`config.mk`:
```
export PLATFORM = sky130hd
export DESIGN_NAME = bullet_duel_top
export DESIGN_NICKNAME = d
export VERILOG_FILES = /design/src/logic/bullet_pkg.sv /design/src/logic/bullet_duel_top.sv /design/src/logic/bullet_flight.sv /design/src/logic/bullet_resolver.sv
export VERILOG_INCLUDE_DIRS = /design/src /design/src/logic
export SDC_FILE = /design/constraint.sdc
export NUM_CORES = 1
export LEC_CHECK = 0
export BUFFER_PORTS_ARGS = -buffer_cell sky130_fd_sc_hd__buf_2
export CAP_MARGIN = 20
export CORE_MARGIN = 3
export CORE_UTILIZATION = 40
export CTS_CLUSTER_SIZE = 24
export DETAILED_ROUTE_END_ITERATION = 10
export PLACE_DENSITY_LB_ADDON = 0.1
export SLEW_MARGIN = 20
export SYNTH_ARGS = -nofsm -noshare
export SYNTH_HDL_FRONTEND = slang
export SYNTH_SLANG_ARGS = --single-unit
export TNS_END_PERCENT = 50
```
`constraint.sdc`:
```
create_clock -name clk_8Hz -period 2.2 [get_ports clk_8Hz]
set_input_delay 0.22 -clock clk_8Hz [delete_from_list [all_inputs] [get_ports clk_8Hz]]
set_output_delay 0.22 -clock clk_8Hz [all_outputs]
set_load 0.02 [all_outputs]
```
`src/logic/bullet_defs.svh`:
```
`ifndef BULLET_DEFS_SVH
`define BULLET_DEFS_SVH

// ----------------------------------------
// battle field geometry
// ----------------------------------------

// field width in cells, x runs 0..15
`define GRID_W 16

// field height in cells, y runs 0..19
`define GRID_H 20

// bits per coordinate
// must cover the larger of the two sizes
`define CELL_W 5

`endif

```
`src/logic/bullet_pkg.sv`:
```
`default_nettype none

`include "bullet_defs.svh"

package bullet_pkg;

	// firing direction, screen orientation
	// up means y gets smaller
	typedef enum logic [1:0] {
		dir_up    = 2'd0,
		dir_down  = 2'd1,
		dir_left  = 2'd2,
		dir_right = 2'd3
	} dir_e;

	// one grid cell as a coordinate pair
	typedef struct packed {
		logic [`CELL_W-1:0] x;
		logic [`CELL_W-1:0] y;
	} cell_xy_t;

	// same cell word, two readings
	// xy for motion and bounds, key for equality tests
	typedef union packed {
		cell_xy_t               xy;
		logic [2*`CELL_W-1:0]   key;
	} cell_word_u;

endpackage

`default_nettype wire

```
`src/logic/bullet_duel_top.sv`:
```
`timescale 1ns/1ns
`default_nettype none

`include "bullet_defs.svh"

module bullet_duel_top
	import bullet_pkg::*;
(
	input  logic              clk_8Hz,
	input  logic              rst,
	input  logic              p_fire,
	input  logic              e_fire,
	input  dir_e              p_dir,
	input  dir_e              e_dir,
	input  logic [`CELL_W-1:0] p_tank_x,
	input  logic [`CELL_W-1:0] p_tank_y,
	input  logic [`CELL_W-1:0] e_tank_x,
	input  logic [`CELL_W-1:0] e_tank_y,
	output logic [`CELL_W-1:0] p_bul_x,
	output logic [`CELL_W-1:0] p_bul_y,
	output logic [`CELL_W-1:0] e_bul_x,
	output logic [`CELL_W-1:0] e_bul_y,
	output logic              p_active,
	output logic              e_active,
	output logic              p_hit,
	output logic              e_hit,
	output logic              clash
);

	// kills from the resolver, same cycle
	logic p_kill;
	logic e_kill;

	// ----------------------------------------
	// player bullet
	// ----------------------------------------
	bullet_flight p_flight_i (
		.clk_8Hz (clk_8Hz),
		.rst     (rst),
		.fire    (p_fire),
		.kill    (p_kill),
		.dir     (p_dir),
		.tank_x  (p_tank_x),
		.tank_y  (p_tank_y),
		.bul_x   (p_bul_x),
		.bul_y   (p_bul_y),
		.active  (p_active)
	);

	// ----------------------------------------
	// enemy bullet
	// ----------------------------------------
	bullet_flight e_flight_i (
		.clk_8Hz (clk_8Hz),
		.rst     (rst),
		.fire    (e_fire),
		.kill    (e_kill),
		.dir     (e_dir),
		.tank_x  (e_tank_x),
		.tank_y  (e_tank_y),
		.bul_x   (e_bul_x),
		.bul_y   (e_bul_y),
		.active  (e_active)
	);

	// ----------------------------------------
	// hits and clashes for both sides
	// ----------------------------------------
	bullet_resolver resolver_i (
		.clk_8Hz  (clk_8Hz),
		.rst      (rst),
		.p_bul_x  (p_bul_x),
		.p_bul_y  (p_bul_y),
		.e_bul_x  (e_bul_x),
		.e_bul_y  (e_bul_y),
		.p_tank_x (p_tank_x),
		.p_tank_y (p_tank_y),
		.e_tank_x (e_tank_x),
		.e_tank_y (e_tank_y),
		.p_active (p_active),
		.e_active (e_active),
		.p_kill   (p_kill),
		.e_kill   (e_kill),
		.p_hit    (p_hit),
		.e_hit    (e_hit),
		.clash    (clash)
	);

endmodule

`default_nettype wire

```
`src/logic/bullet_flight.sv`:
```
`timescale 1ns/1ns
`default_nettype none

`include "bullet_defs.svh"

module bullet_flight
	import bullet_pkg::*;
(
	input  logic              clk_8Hz,
	input  logic              rst,
	input  logic              fire,
	input  logic              kill,
	input  dir_e              dir,
	input  logic [`CELL_W-1:0] tank_x,
	input  logic [`CELL_W-1:0] tank_y,
	output logic [`CELL_W-1:0] bul_x,
	output logic [`CELL_W-1:0] bul_y,
	output logic              active
);

	// last legal cell on each axis
	localparam logic [`CELL_W-1:0] x_last = `CELL_W'(`GRID_W - 1);
	localparam logic [`CELL_W-1:0] y_last = `CELL_W'(`GRID_H - 1);

	// bullet state
	cell_word_u pos_q;
	cell_word_u pos_step;
	dir_e       dir_q;
	logic       active_q;

	// next step would cross the border
	logic       leaving;

	// ----------------------------------------
	// border test on the latched direction
	// ----------------------------------------
	always_comb
	begin
		leaving = 1'b0;
		case (dir_q)
			dir_up:    leaving = (pos_q.xy.y == '0);
			dir_down:  leaving = (pos_q.xy.y == y_last);
			dir_left:  leaving = (pos_q.xy.x == '0);
			dir_right: leaving = (pos_q.xy.x == x_last);
			default:   leaving = 1'b1;
		endcase
	end

	// ----------------------------------------
	// one cell step, only used when not leaving
	// ----------------------------------------
	always_comb
	begin
		pos_step = pos_q;
		case (dir_q)
			dir_up:    pos_step.xy.y = pos_q.xy.y - 1'b1;
			dir_down:  pos_step.xy.y = pos_q.xy.y + 1'b1;
			dir_left:  pos_step.xy.x = pos_q.xy.x - 1'b1;
			dir_right: pos_step.xy.x = pos_q.xy.x + 1'b1;
			default:   pos_step = pos_q;
		endcase
	end

	// ----------------------------------------
	// launch, move, die
	// ----------------------------------------
	always_ff @(posedge clk_8Hz)
	begin
		if (rst)
		begin
			active_q  <= 1'b0;
			pos_q.key <= '0;
			dir_q     <= dir_up;
		end
		else if (kill)
		begin
			// resolver decided a hit or clash, position frozen
			active_q <= 1'b0;
		end
		else if (active_q)
		begin
			// outward step ends the flight instead of wrapping
			if (leaving)
				active_q <= 1'b0;
			else
				pos_q <= pos_step;
		end
		else if (fire)
		begin
			// launch from the tank cell
			active_q    <= 1'b1;
			pos_q.xy.x  <= tank_x;
			pos_q.xy.y  <= tank_y;
			dir_q       <= dir;
		end
	end

	// outputs straight from the registers
	assign bul_x  = pos_q.xy.x;
	assign bul_y  = pos_q.xy.y;
	assign active = active_q;

endmodule

`default_nettype wire

```
`src/logic/bullet_resolver.sv`:
```
`timescale 1ns/1ns
`default_nettype none

`include "bullet_defs.svh"

module bullet_resolver
	import bullet_pkg::*;
(
	input  logic              clk_8Hz,
	input  logic              rst,
	input  logic [`CELL_W-1:0] p_bul_x,
	input  logic [`CELL_W-1:0] p_bul_y,
	input  logic [`CELL_W-1:0] e_bul_x,
	input  logic [`CELL_W-1:0] e_bul_y,
	input  logic [`CELL_W-1:0] p_tank_x,
	input  logic [`CELL_W-1:0] p_tank_y,
	input  logic [`CELL_W-1:0] e_tank_x,
	input  logic [`CELL_W-1:0] e_tank_y,
	input  logic              p_active,
	input  logic              e_active,
	output logic              p_kill,
	output logic              e_kill,
	output logic              p_hit,
	output logic              e_hit,
	output logic              clash
);

	// pack a coordinate pair into one cell word
	function automatic cell_word_u pack_cell(
		input logic [`CELL_W-1:0] x,
		input logic [`CELL_W-1:0] y
	);
		cell_word_u w;
		w.xy.x = x;
		w.xy.y = y;
		return w;
	endfunction

	// cell words of both bullets and both tanks
	cell_word_u p_bul_w;
	cell_word_u e_bul_w;
	cell_word_u p_tank_w;
	cell_word_u e_tank_w;

	// events seen in the current cycle
	logic clash_now;
	logic p_hit_now;
	logic e_hit_now;

	assign p_bul_w  = pack_cell(p_bul_x, p_bul_y);
	assign e_bul_w  = pack_cell(e_bul_x, e_bul_y);
	assign p_tank_w = pack_cell(p_tank_x, p_tank_y);
	assign e_tank_w = pack_cell(e_tank_x, e_tank_y);

	// ----------------------------------------
	// coincidence tests on the flat key
	// ----------------------------------------

	// both bullets share a cell
	// swapping cells in one tick is not seen here
	assign clash_now = p_active && e_active && (p_bul_w.key == e_bul_w.key);

	// player bullet on enemy tank
	assign e_hit_now = p_active && (p_bul_w.key == e_tank_w.key);

	// enemy bullet on player tank
	assign p_hit_now = e_active && (e_bul_w.key == p_tank_w.key);

	// a bullet never tests against its own tank
	// it sits there right after launch

	// ----------------------------------------
	// kills go back to the flight units now
	// ----------------------------------------
	assign p_kill = clash_now || e_hit_now;
	assign e_kill = clash_now || p_hit_now;

	// ----------------------------------------
	// event pulses, one cycle after the match
	// ----------------------------------------
	always_ff @(posedge clk_8Hz)
	begin
		if (rst)
		begin
			p_hit <= 1'b0;
			e_hit <= 1'b0;
			clash <= 1'b0;
		end
		else
		begin
			// bullets die on the same edge, so no repeat
			p_hit <= p_hit_now;
			e_hit <= e_hit_now;
			clash <= clash_now;
		end
	end

endmodule

`default_nettype wire

```
==> flow_summary.ini, run 1 <==
[logic_synthesis]
synth_top_family_by_area = simple AND/OR/NAND/NOR gates
syn-cell-area_mm2 = 0.002500
synth.mux.area_fraction = 0.09059
synth_fa_ha_area_frac = 0.09209
synthCells = 279
synth_compound_area_frac = 0.1517
ys_top_cells_by_area = dfxtp_1, xnor2_1, mux2i_1
synth_flop_cell = dfxtp_1
synth_area_per_cell_um2 = 8.960
yosysTopAreaCellShare = 0.2322
synth_top_area_cell = dfxtp_1
synth-seq-cells = 29
synth_cell_types = 53
syn_nets = 323
yosysSeqAreaShare = 0.2322
yosys_warnings = 0
synth_xor_area_frac = 0.1612
yosys.area_share.simple = 0.2187
synth_edf_count = 0
synthArstFlopShare = 0

[clocking]
path_clk_slew_ns = 0.07
cts_hold_buf = 0
cts_num_sinks = 29
clock_path_buffers = 2
clk_latency_ns = 0.28
htreeDepth = 2
cts_inserted_buffers = 5
tritoncts = done
clockRootBuffer = clkbuf_8

[setup_path]
crit_path_max_incr_delay_ns = 0.39
worstPathMaxFanout = 6
reg2regPathDepth = 9
arrival_ns = 2.20
crit_type = flop to flop
critical_path_required_ns = 2.35
cp-endpoint = e_flight_i.pos_q[9]$_SDFFE_PP0P_
path_delay_family = multiplexers
cp_num_cells = 9
cp_slowest_cell = fa_1
crit_chain = nand2_1, inv_1, fa_1, nand2b_1, a21oi_1, xnor2_1, mux2_1, mux2i_1, nor2_1
worstReg2RegStart = e_flight_i.dir_q[0]$_SDFFE_PP0P_
cp.buffers_inverters = 1
start_kind = flop
end_kind = flop
r2r-end = e_flight_i.pos_q[9]$_SDFFE_PP0P_
regToRegSetupSlack_ns = 0.15
crit_start = e_flight_i.dir_q[0]$_SDFFE_PP0P_

[floorplan]
dieArea_mm2 = 0.007234
start_util = 0.4173
die_w_um = 85.06
die_height_um = 85.06
num_rows = 28
core_area_mm2 = 0.005991
io_pins = 53

[sta]
holdWs_ns = 0.1693
final_hold_viol_count = 0
setup_violations = 0
clock.fmax_mhz = 486.8
max-slew-margin-rel = 0.5570
maxSlewViolCount = 0
fin_crit_sh = 0.9338
fin_crit_ns = 2.054
tns_ns = 0
skew_ns = 0.006028
rsz0062_at_grt = false
worst_slew_pin_slew_ns = 0.6644

[power]
leakagePower_nw = 1.336
powerDensity_mw_per_mm2 = 781.9
p_total_mw = 2.290
ir_drop_mv = 0.2860

[finish]
drive_gt1_frac = 0.2665
fillers = 602
syn2layout_area_growth_pct = 17.17
layout_common_cells = buf_2, nor2_1, xnor2_1, dfxtp_1
antenna_cells = 0
fin_util = 0.4889
finalNetCount = 378
final_common_cell = buf_2

[grt]
antenna_found_initial = 0
grt-ovfl-total = 0
first_global_vias = 2213
grt_first_pass_wirelength_um = 11110
grt_max_degree = 32
grtUsageTotal = 0.1928

[drt]
drc = 0
drt_first_pass_iters = 4
dr.first_iter.drc_count = 34
vias_per_cell = 5.359
num_vias = 2192
final_antenna_net_count = 0
wl_um = 6707
wl_per_cell_um = 16.40

[run]
max_cap_viol_count = 0

[run_status]
status = complete, no violations

[placed_design]
gp_congestion = 0.8910
dp_hpwl_um = 5181
io_buffers = 52

[min_path]
hp-class = input pin to flop
==> state kept, by name, summed over array words and instances (netlist names) <==
name	cells
e_flight_i.active	1
e_flight_i.pos_q	10
p_flight_i.active	1
resolver_i.e_hit	1
p_flight_i.pos_q	10
p_flight_i.dir_q	2
resolver_i.p_hit	1
resolver_i.clash	1
e_flight_i.dir_q	2
==> synthesized netlist by cell type (3+ instances only) <==
master	n
nor2_1	39
dfxtp_1	29
xnor2_1	29
mux2i_1	17
xor2_1	17
a21oi_1	16
ha_1	12
inv_1	10
nand2_1	10
nor4_1	10
a211oi_1	8
a21o_1	8
buf_2	8
fa_1	4
nand4b_1	4
buf_6	3
mux2_1	3
nand2b_1	3
nand4_1	3
nor2b_1	3
o21ai_0	3
==> worst reg2reg max path: cells and delay by family (launching register included) <==
kind            cells  cell delay [ns]
mux                 2             0.42
fa+ha+maj           1             0.39
flops               1             0.35
compound gates      1             0.17
simple gates        3             0.42
xor+xnor            1             0.09
buf+inv             1             0.08
==> layout make-up <==
cell class | instances | area, um^2 | area share
sequential | 29 | 580.6 | 0.1982
inverter | 10 | 37.54 | 0.01282
tap | 75 | 93.84 | 0.03204
multi-input combinational | 225 | 1788 | 0.6104
clock buffer | 7 | 86.33 | 0.02947
timing repair buffer | 63 | 342.8 | 0.1170
==> where the power goes <==
part           switching (mW)  total [mW]  internal (mW)  leakage, nW
Clock                   0.212       0.460          0.248       0.0443
Sequential              0.158       0.751          0.593        0.239
Combinational           0.560        1.08          0.519         1.05
Total                   0.930        2.29           1.36         1.34
==> metrics by stage <==
| stage | area [um^2] | instances | setup slack, ns |
|---|---|---|---|
| global route | 2929 | 409 | 0.01197 |
| detailed placement | 2840 | 402 | 0.1502 |
| finish | 2929 | 409 | 0.1456 |
| CTS | 2927 | 409 | 0.1491 |
| global placement | 2840 | 402 | 0.2208 |
| floorplan | 2500 | 279 | 0.1814 |
==> worst min-delay path by stage <==
stage / from / end / slack, ns / depth (start not counted)
6_report: p_dir[0] / p_flight_i.dir_q[0]$_SDFFE_PP0P_ / 0.17 / 3
5_1_grt: e_dir[0] / e_flight_i.dir_q[0]$_SDFFE_PP0P_ / 0.20 / 3
4_1_cts: p_dir[0] / p_flight_i.dir_q[0]$_SDFFE_PP0P_ / 0.18 / 3
3_5_place_dp: p_dir[0] / p_flight_i.dir_q[0]$_SDFFE_PP0P_ / 0.47 / 3
3_3_place_gp: p_dir[1] / p_flight_i.dir_q[1]$_SDFFE_PP0P_ / 0.47 / 3
2_1_floorplan: e_dir[0] / e_flight_i.dir_q[0]$_SDFFE_PP0P_ / 0.37 / 2
==> metal layers <==
metal	vias up	share of wire	GRT usage
met5	-	0	0
met4	0	0.025	0.07338
met3	11	0.030	0.03786
met2	39	0.48	0.3129
met1	1042	0.46	0.2522
li1	1100	-	-
==> kinds of logic (layout without fill, tap and decap cells) <==
logic type / Yosys count / after routing
DFF: 29 / 29
xor gates and xnor gates: 46 / 46
adders and majority gates: 16 / 16
and+or+nand+nor: 92 / 92
muxes: 22 / 22
AOI/OAI and AO/OA: 49 / 49
buffers and inverters: 25 / 80
==> what timing repair did <==
action / 4_1_cts / 5_1_grt
setup endpoints to repair: 0 / 1
hold endpoints to repair: 0 / 0
setup buffers: 0 / 0
resized for setup: 0 / 1
Note: power is estimated with default switching activity, not from simulation.
==> run 2: changes to the inputs <==
Settings changed: ABC_AREA from default to 1, BUFFER_PORTS_ARGS -buffer_cell sky130_fd_sc_hd__buf_2 to -buffer_cell sky130_fd_sc_hd__clkbuf_2, HOLD_SLACK_MARGIN from default to 0.06.
==> flow_summary.ini, run 2 <==
[run_status]
status = complete, no violations

[sta]
rsz0062_at_grt = false
worst_slew_pin_slew_ns = 0.6135
fin_crit_sh = 0.8876
maxSlewViolCount = 0
fin_crit_ns = 1.953
final_hold_viol_count = 0
skew_ns = 0.007777
setup_violations = 0
max-slew-margin-rel = 0.5905
clock.fmax_mhz = 512.1
tns_ns = 0

[power]
powerDensity_mw_per_mm2 = 755.7
clockPowerShare = 0.183
p_seq_frac = 0.305
p_switching_mw = 1.175
ir_drop_mv = 0.3062
leakagePower_nw = 1.815
p_comb_frac = 0.512
internal_power_mw = 1.313
p_sw_frac = 0.4724

[grt]
grt_first_pass_wirelength_um = 14210
grtUsageTotal = 0.2178
first_global_vias = 2905
antenna_found_initial = 0
grt_max_degree = 18
grt-ovfl-total = 0

[finish]
top_regs = e_flight_i.pos_q: 10 flops, p_flight_i.pos_q: 10 flops
finalNetCount = 604
layout_common_cells = nand2_1, nor2_1, inv_1, clkbuf_2, dfxtp_1
drive_gt1_frac = 0.1426
finish.cell_count_without_fillers = 657
antenna_cells = 0
final_common_cell = nand2_1
fillers = 801
syn2layout_area_growth_pct = 16.06

[logic_synthesis]
synth_xor_area_frac = 0.03397
synth_compound_area_frac = 0.09925
yosys-top-cells-count = nand2_1, nor2_1, inv_1
yosys_warnings = 0
synth_edf_count = 0
synth_flop_cell = dfxtp_1
syn-cell-area_mm2 = 0.002836
synth_cell_types = 33
synth.mux.area_fraction = 0
syn_nets = 549
synthCells = 505
synth.most_common_cell = nand2_1
yosysTopAreaCellShare = 0.2263
synth_area_per_cell_um2 = 5.617
synthArstFlopShare = 0
yosys.area_share.simple = 0.4693
synth_top_area_cell = nand2_1
synth_fa_ha_area_frac = 0.08116
yosysSeqAreaShare = 0.2047
synth-seq-cells = 29
synth_top_family_by_area = simple AND/OR/NAND/NOR gates
ys_top_cells_by_area = nand2_1, dfxtp_1, nor2_1

[setup_path]
arrival_ns = 2.18
path_delay_family = simple AND/OR/NAND/NOR gates
path_common_cell = nand2_1
cp.buffers_inverters = 2
critical_path_required_ns = 2.43
cp_slowest_cell = fa_1
end_kind = flop
worstPathMaxFanout = 6
crit_path_max_incr_delay_ns = 0.46
crit_chain = inv_1, nand2_1, fa_1, a21oi_1, nor2_1, o21ai_0, nand3_1, nand2_1, inv_1, nand2_1, nand2_1, nor2_1
start_kind = flop
crit_type = flop to flop

[clocking]
clockRootBuffer = clkbuf_8
clock_path_buffers = 2
cts_num_sinks = 29
cts_hold_buf = 0
cts.repair.resized = 0
clk_latency_ns = 0.30
path_clk_slew_ns = 0.07
tritoncts = done
cts_setup_buffers = 0
cts_inserted_buffers = 5
htreeDepth = 2

[floorplan]
core_area_mm2 = 0.006832
num_rows = 30
start_util = 0.4152
die_w_um = 90.21
io_pins = 53
dieArea_mm2 = 0.008138
die_height_um = 90.21

[placed_design]
io_buffers = 52
gp_congestion = 0.9179
dp.cells = 649
dp_hpwl_um = 6922

[drt]
final_antenna_net_count = 0
dr.first_iter.drc_count = 208
drt_first_pass_iters = 5
wl_um = 8632
vias_per_cell = 4.906
drc = 0
num_vias = 3223
wl_per_cell_um = 13.14

[min_path]
hp-class = input pin to flop

[run]
max_cap_viol_count = 0
[run 2: cell count changes after synthesis, sizes merged, moves of 17 or more]
cell,before,now
nand2,10,172
xnor2,29,4
nand3,1,20
mux2i,17,0
inv,10,69
nor2,40,92
o21ai,4,27
[run 2: cell type report]
cell class	count	area [um^2]	area share
Multi-Input combinational cell	396	1939	0.5891
Sequential cell	29	580.6	0.1764
Timing Repair Buffer	59	312.8	0.09502
Inverter	69	259.0	0.07868
Tap cell	96	120.1	0.03649
Clock buffer	8	80.08	0.02433
[run 2: cell families (layout without fill, tap and decap cells)]
kind of cell             Yosys count  after routing
AO/OA/AOI/OAI                     51             51
XOR/XNOR                          11             11
AND/OR/NAND/NOR                  318            318
flip-flops                        29             29
buffers and inverters             80            136
adder cells (fa/ha/maj)           16             16
[run 2: worst register-to-register path, delay by kind of cell, from the launching register on]
kind / cells / cell delay (ns)
adder cells (fa/ha/maj): 1 / 0.46
AND/OR/NAND/NOR: 7 / 0.60
AO/OA/AOI/OAI: 2 / 0.29
buffers and inverters: 2 / 0.15
flip-flops: 1 / 0.38
[run 2: stage by stage]
| step | power [mW] | util | area (um^2) | hold slack, ns | setup slack (ns) |
|---|---|---|---|---|---|
| 2_1_floorplan | 1.691 | - | 2836 | 0.2924 | 0.3942 |
| 3_3_place_gp | 2.028 | 0.4701 | 3212 | 0.4460 | 0.3170 |
| 3_5_place_dp | 2.039 | 0.4701 | 3212 | 0.4543 | 0.2983 |
| 4_1_cts | 2.493 | 0.4819 | 3292 | 0.1530 | 0.2782 |
| 5_1_grt | 2.732 | 0.4819 | 3292 | 0.1730 | 0.05127 |
| 6_report | 2.488 | 0.4819 | 3292 | 0.1443 | 0.2472 |
[run 2: path summary, 6_finish.rpt]
kind	from	end	slack [ns]	cells after the start
worst max-delay path	e_flight_i.dir_q[1]$_SDFFE_PP0P_	e_flight_i.pos_q[4]$_SDFFE_PP0P_	0.25	12
worst min-delay path	e_dir[0]	e_flight_i.dir_q[0]$_SDFFE_PP0P_	0.14	3
worst max register to register	e_flight_i.dir_q[1]$_SDFFE_PP0P_	e_flight_i.pos_q[4]$_SDFFE_PP0P_	0.25	12
worst min register to register	p_flight_i.pos_q[9]$_SDFFE_PP0P_	p_flight_i.pos_q[9]$_SDFFE_PP0P_	0.54	2
[run 2: power by group through the flow]
| stage | Clock (mW) | Combinational (mW) | Sequential, mW |
|---|---|---|---|
| 5_1_grt | 0.487 | 1.47 | 0.777 |
| 3_3_place_gp | 0 | 1.26 | 0.770 |
| 6_report | 0.455 | 1.27 | 0.758 |
| 3_5_place_dp | 0 | 1.27 | 0.771 |
| 2_1_floorplan | 0 | 0.889 | 0.802 |
| 4_1_cts | 0.460 | 1.27 | 0.759 |
[run 2: metal layers]
metal	vias to the layer above	track usage	wire (um)
met4	0	0.07270	188
met3	13	0.03682	428
met5	-	0	0
li1	1681	-	-
met2	77	0.3360	3737
met1	1452	0.3070	4278
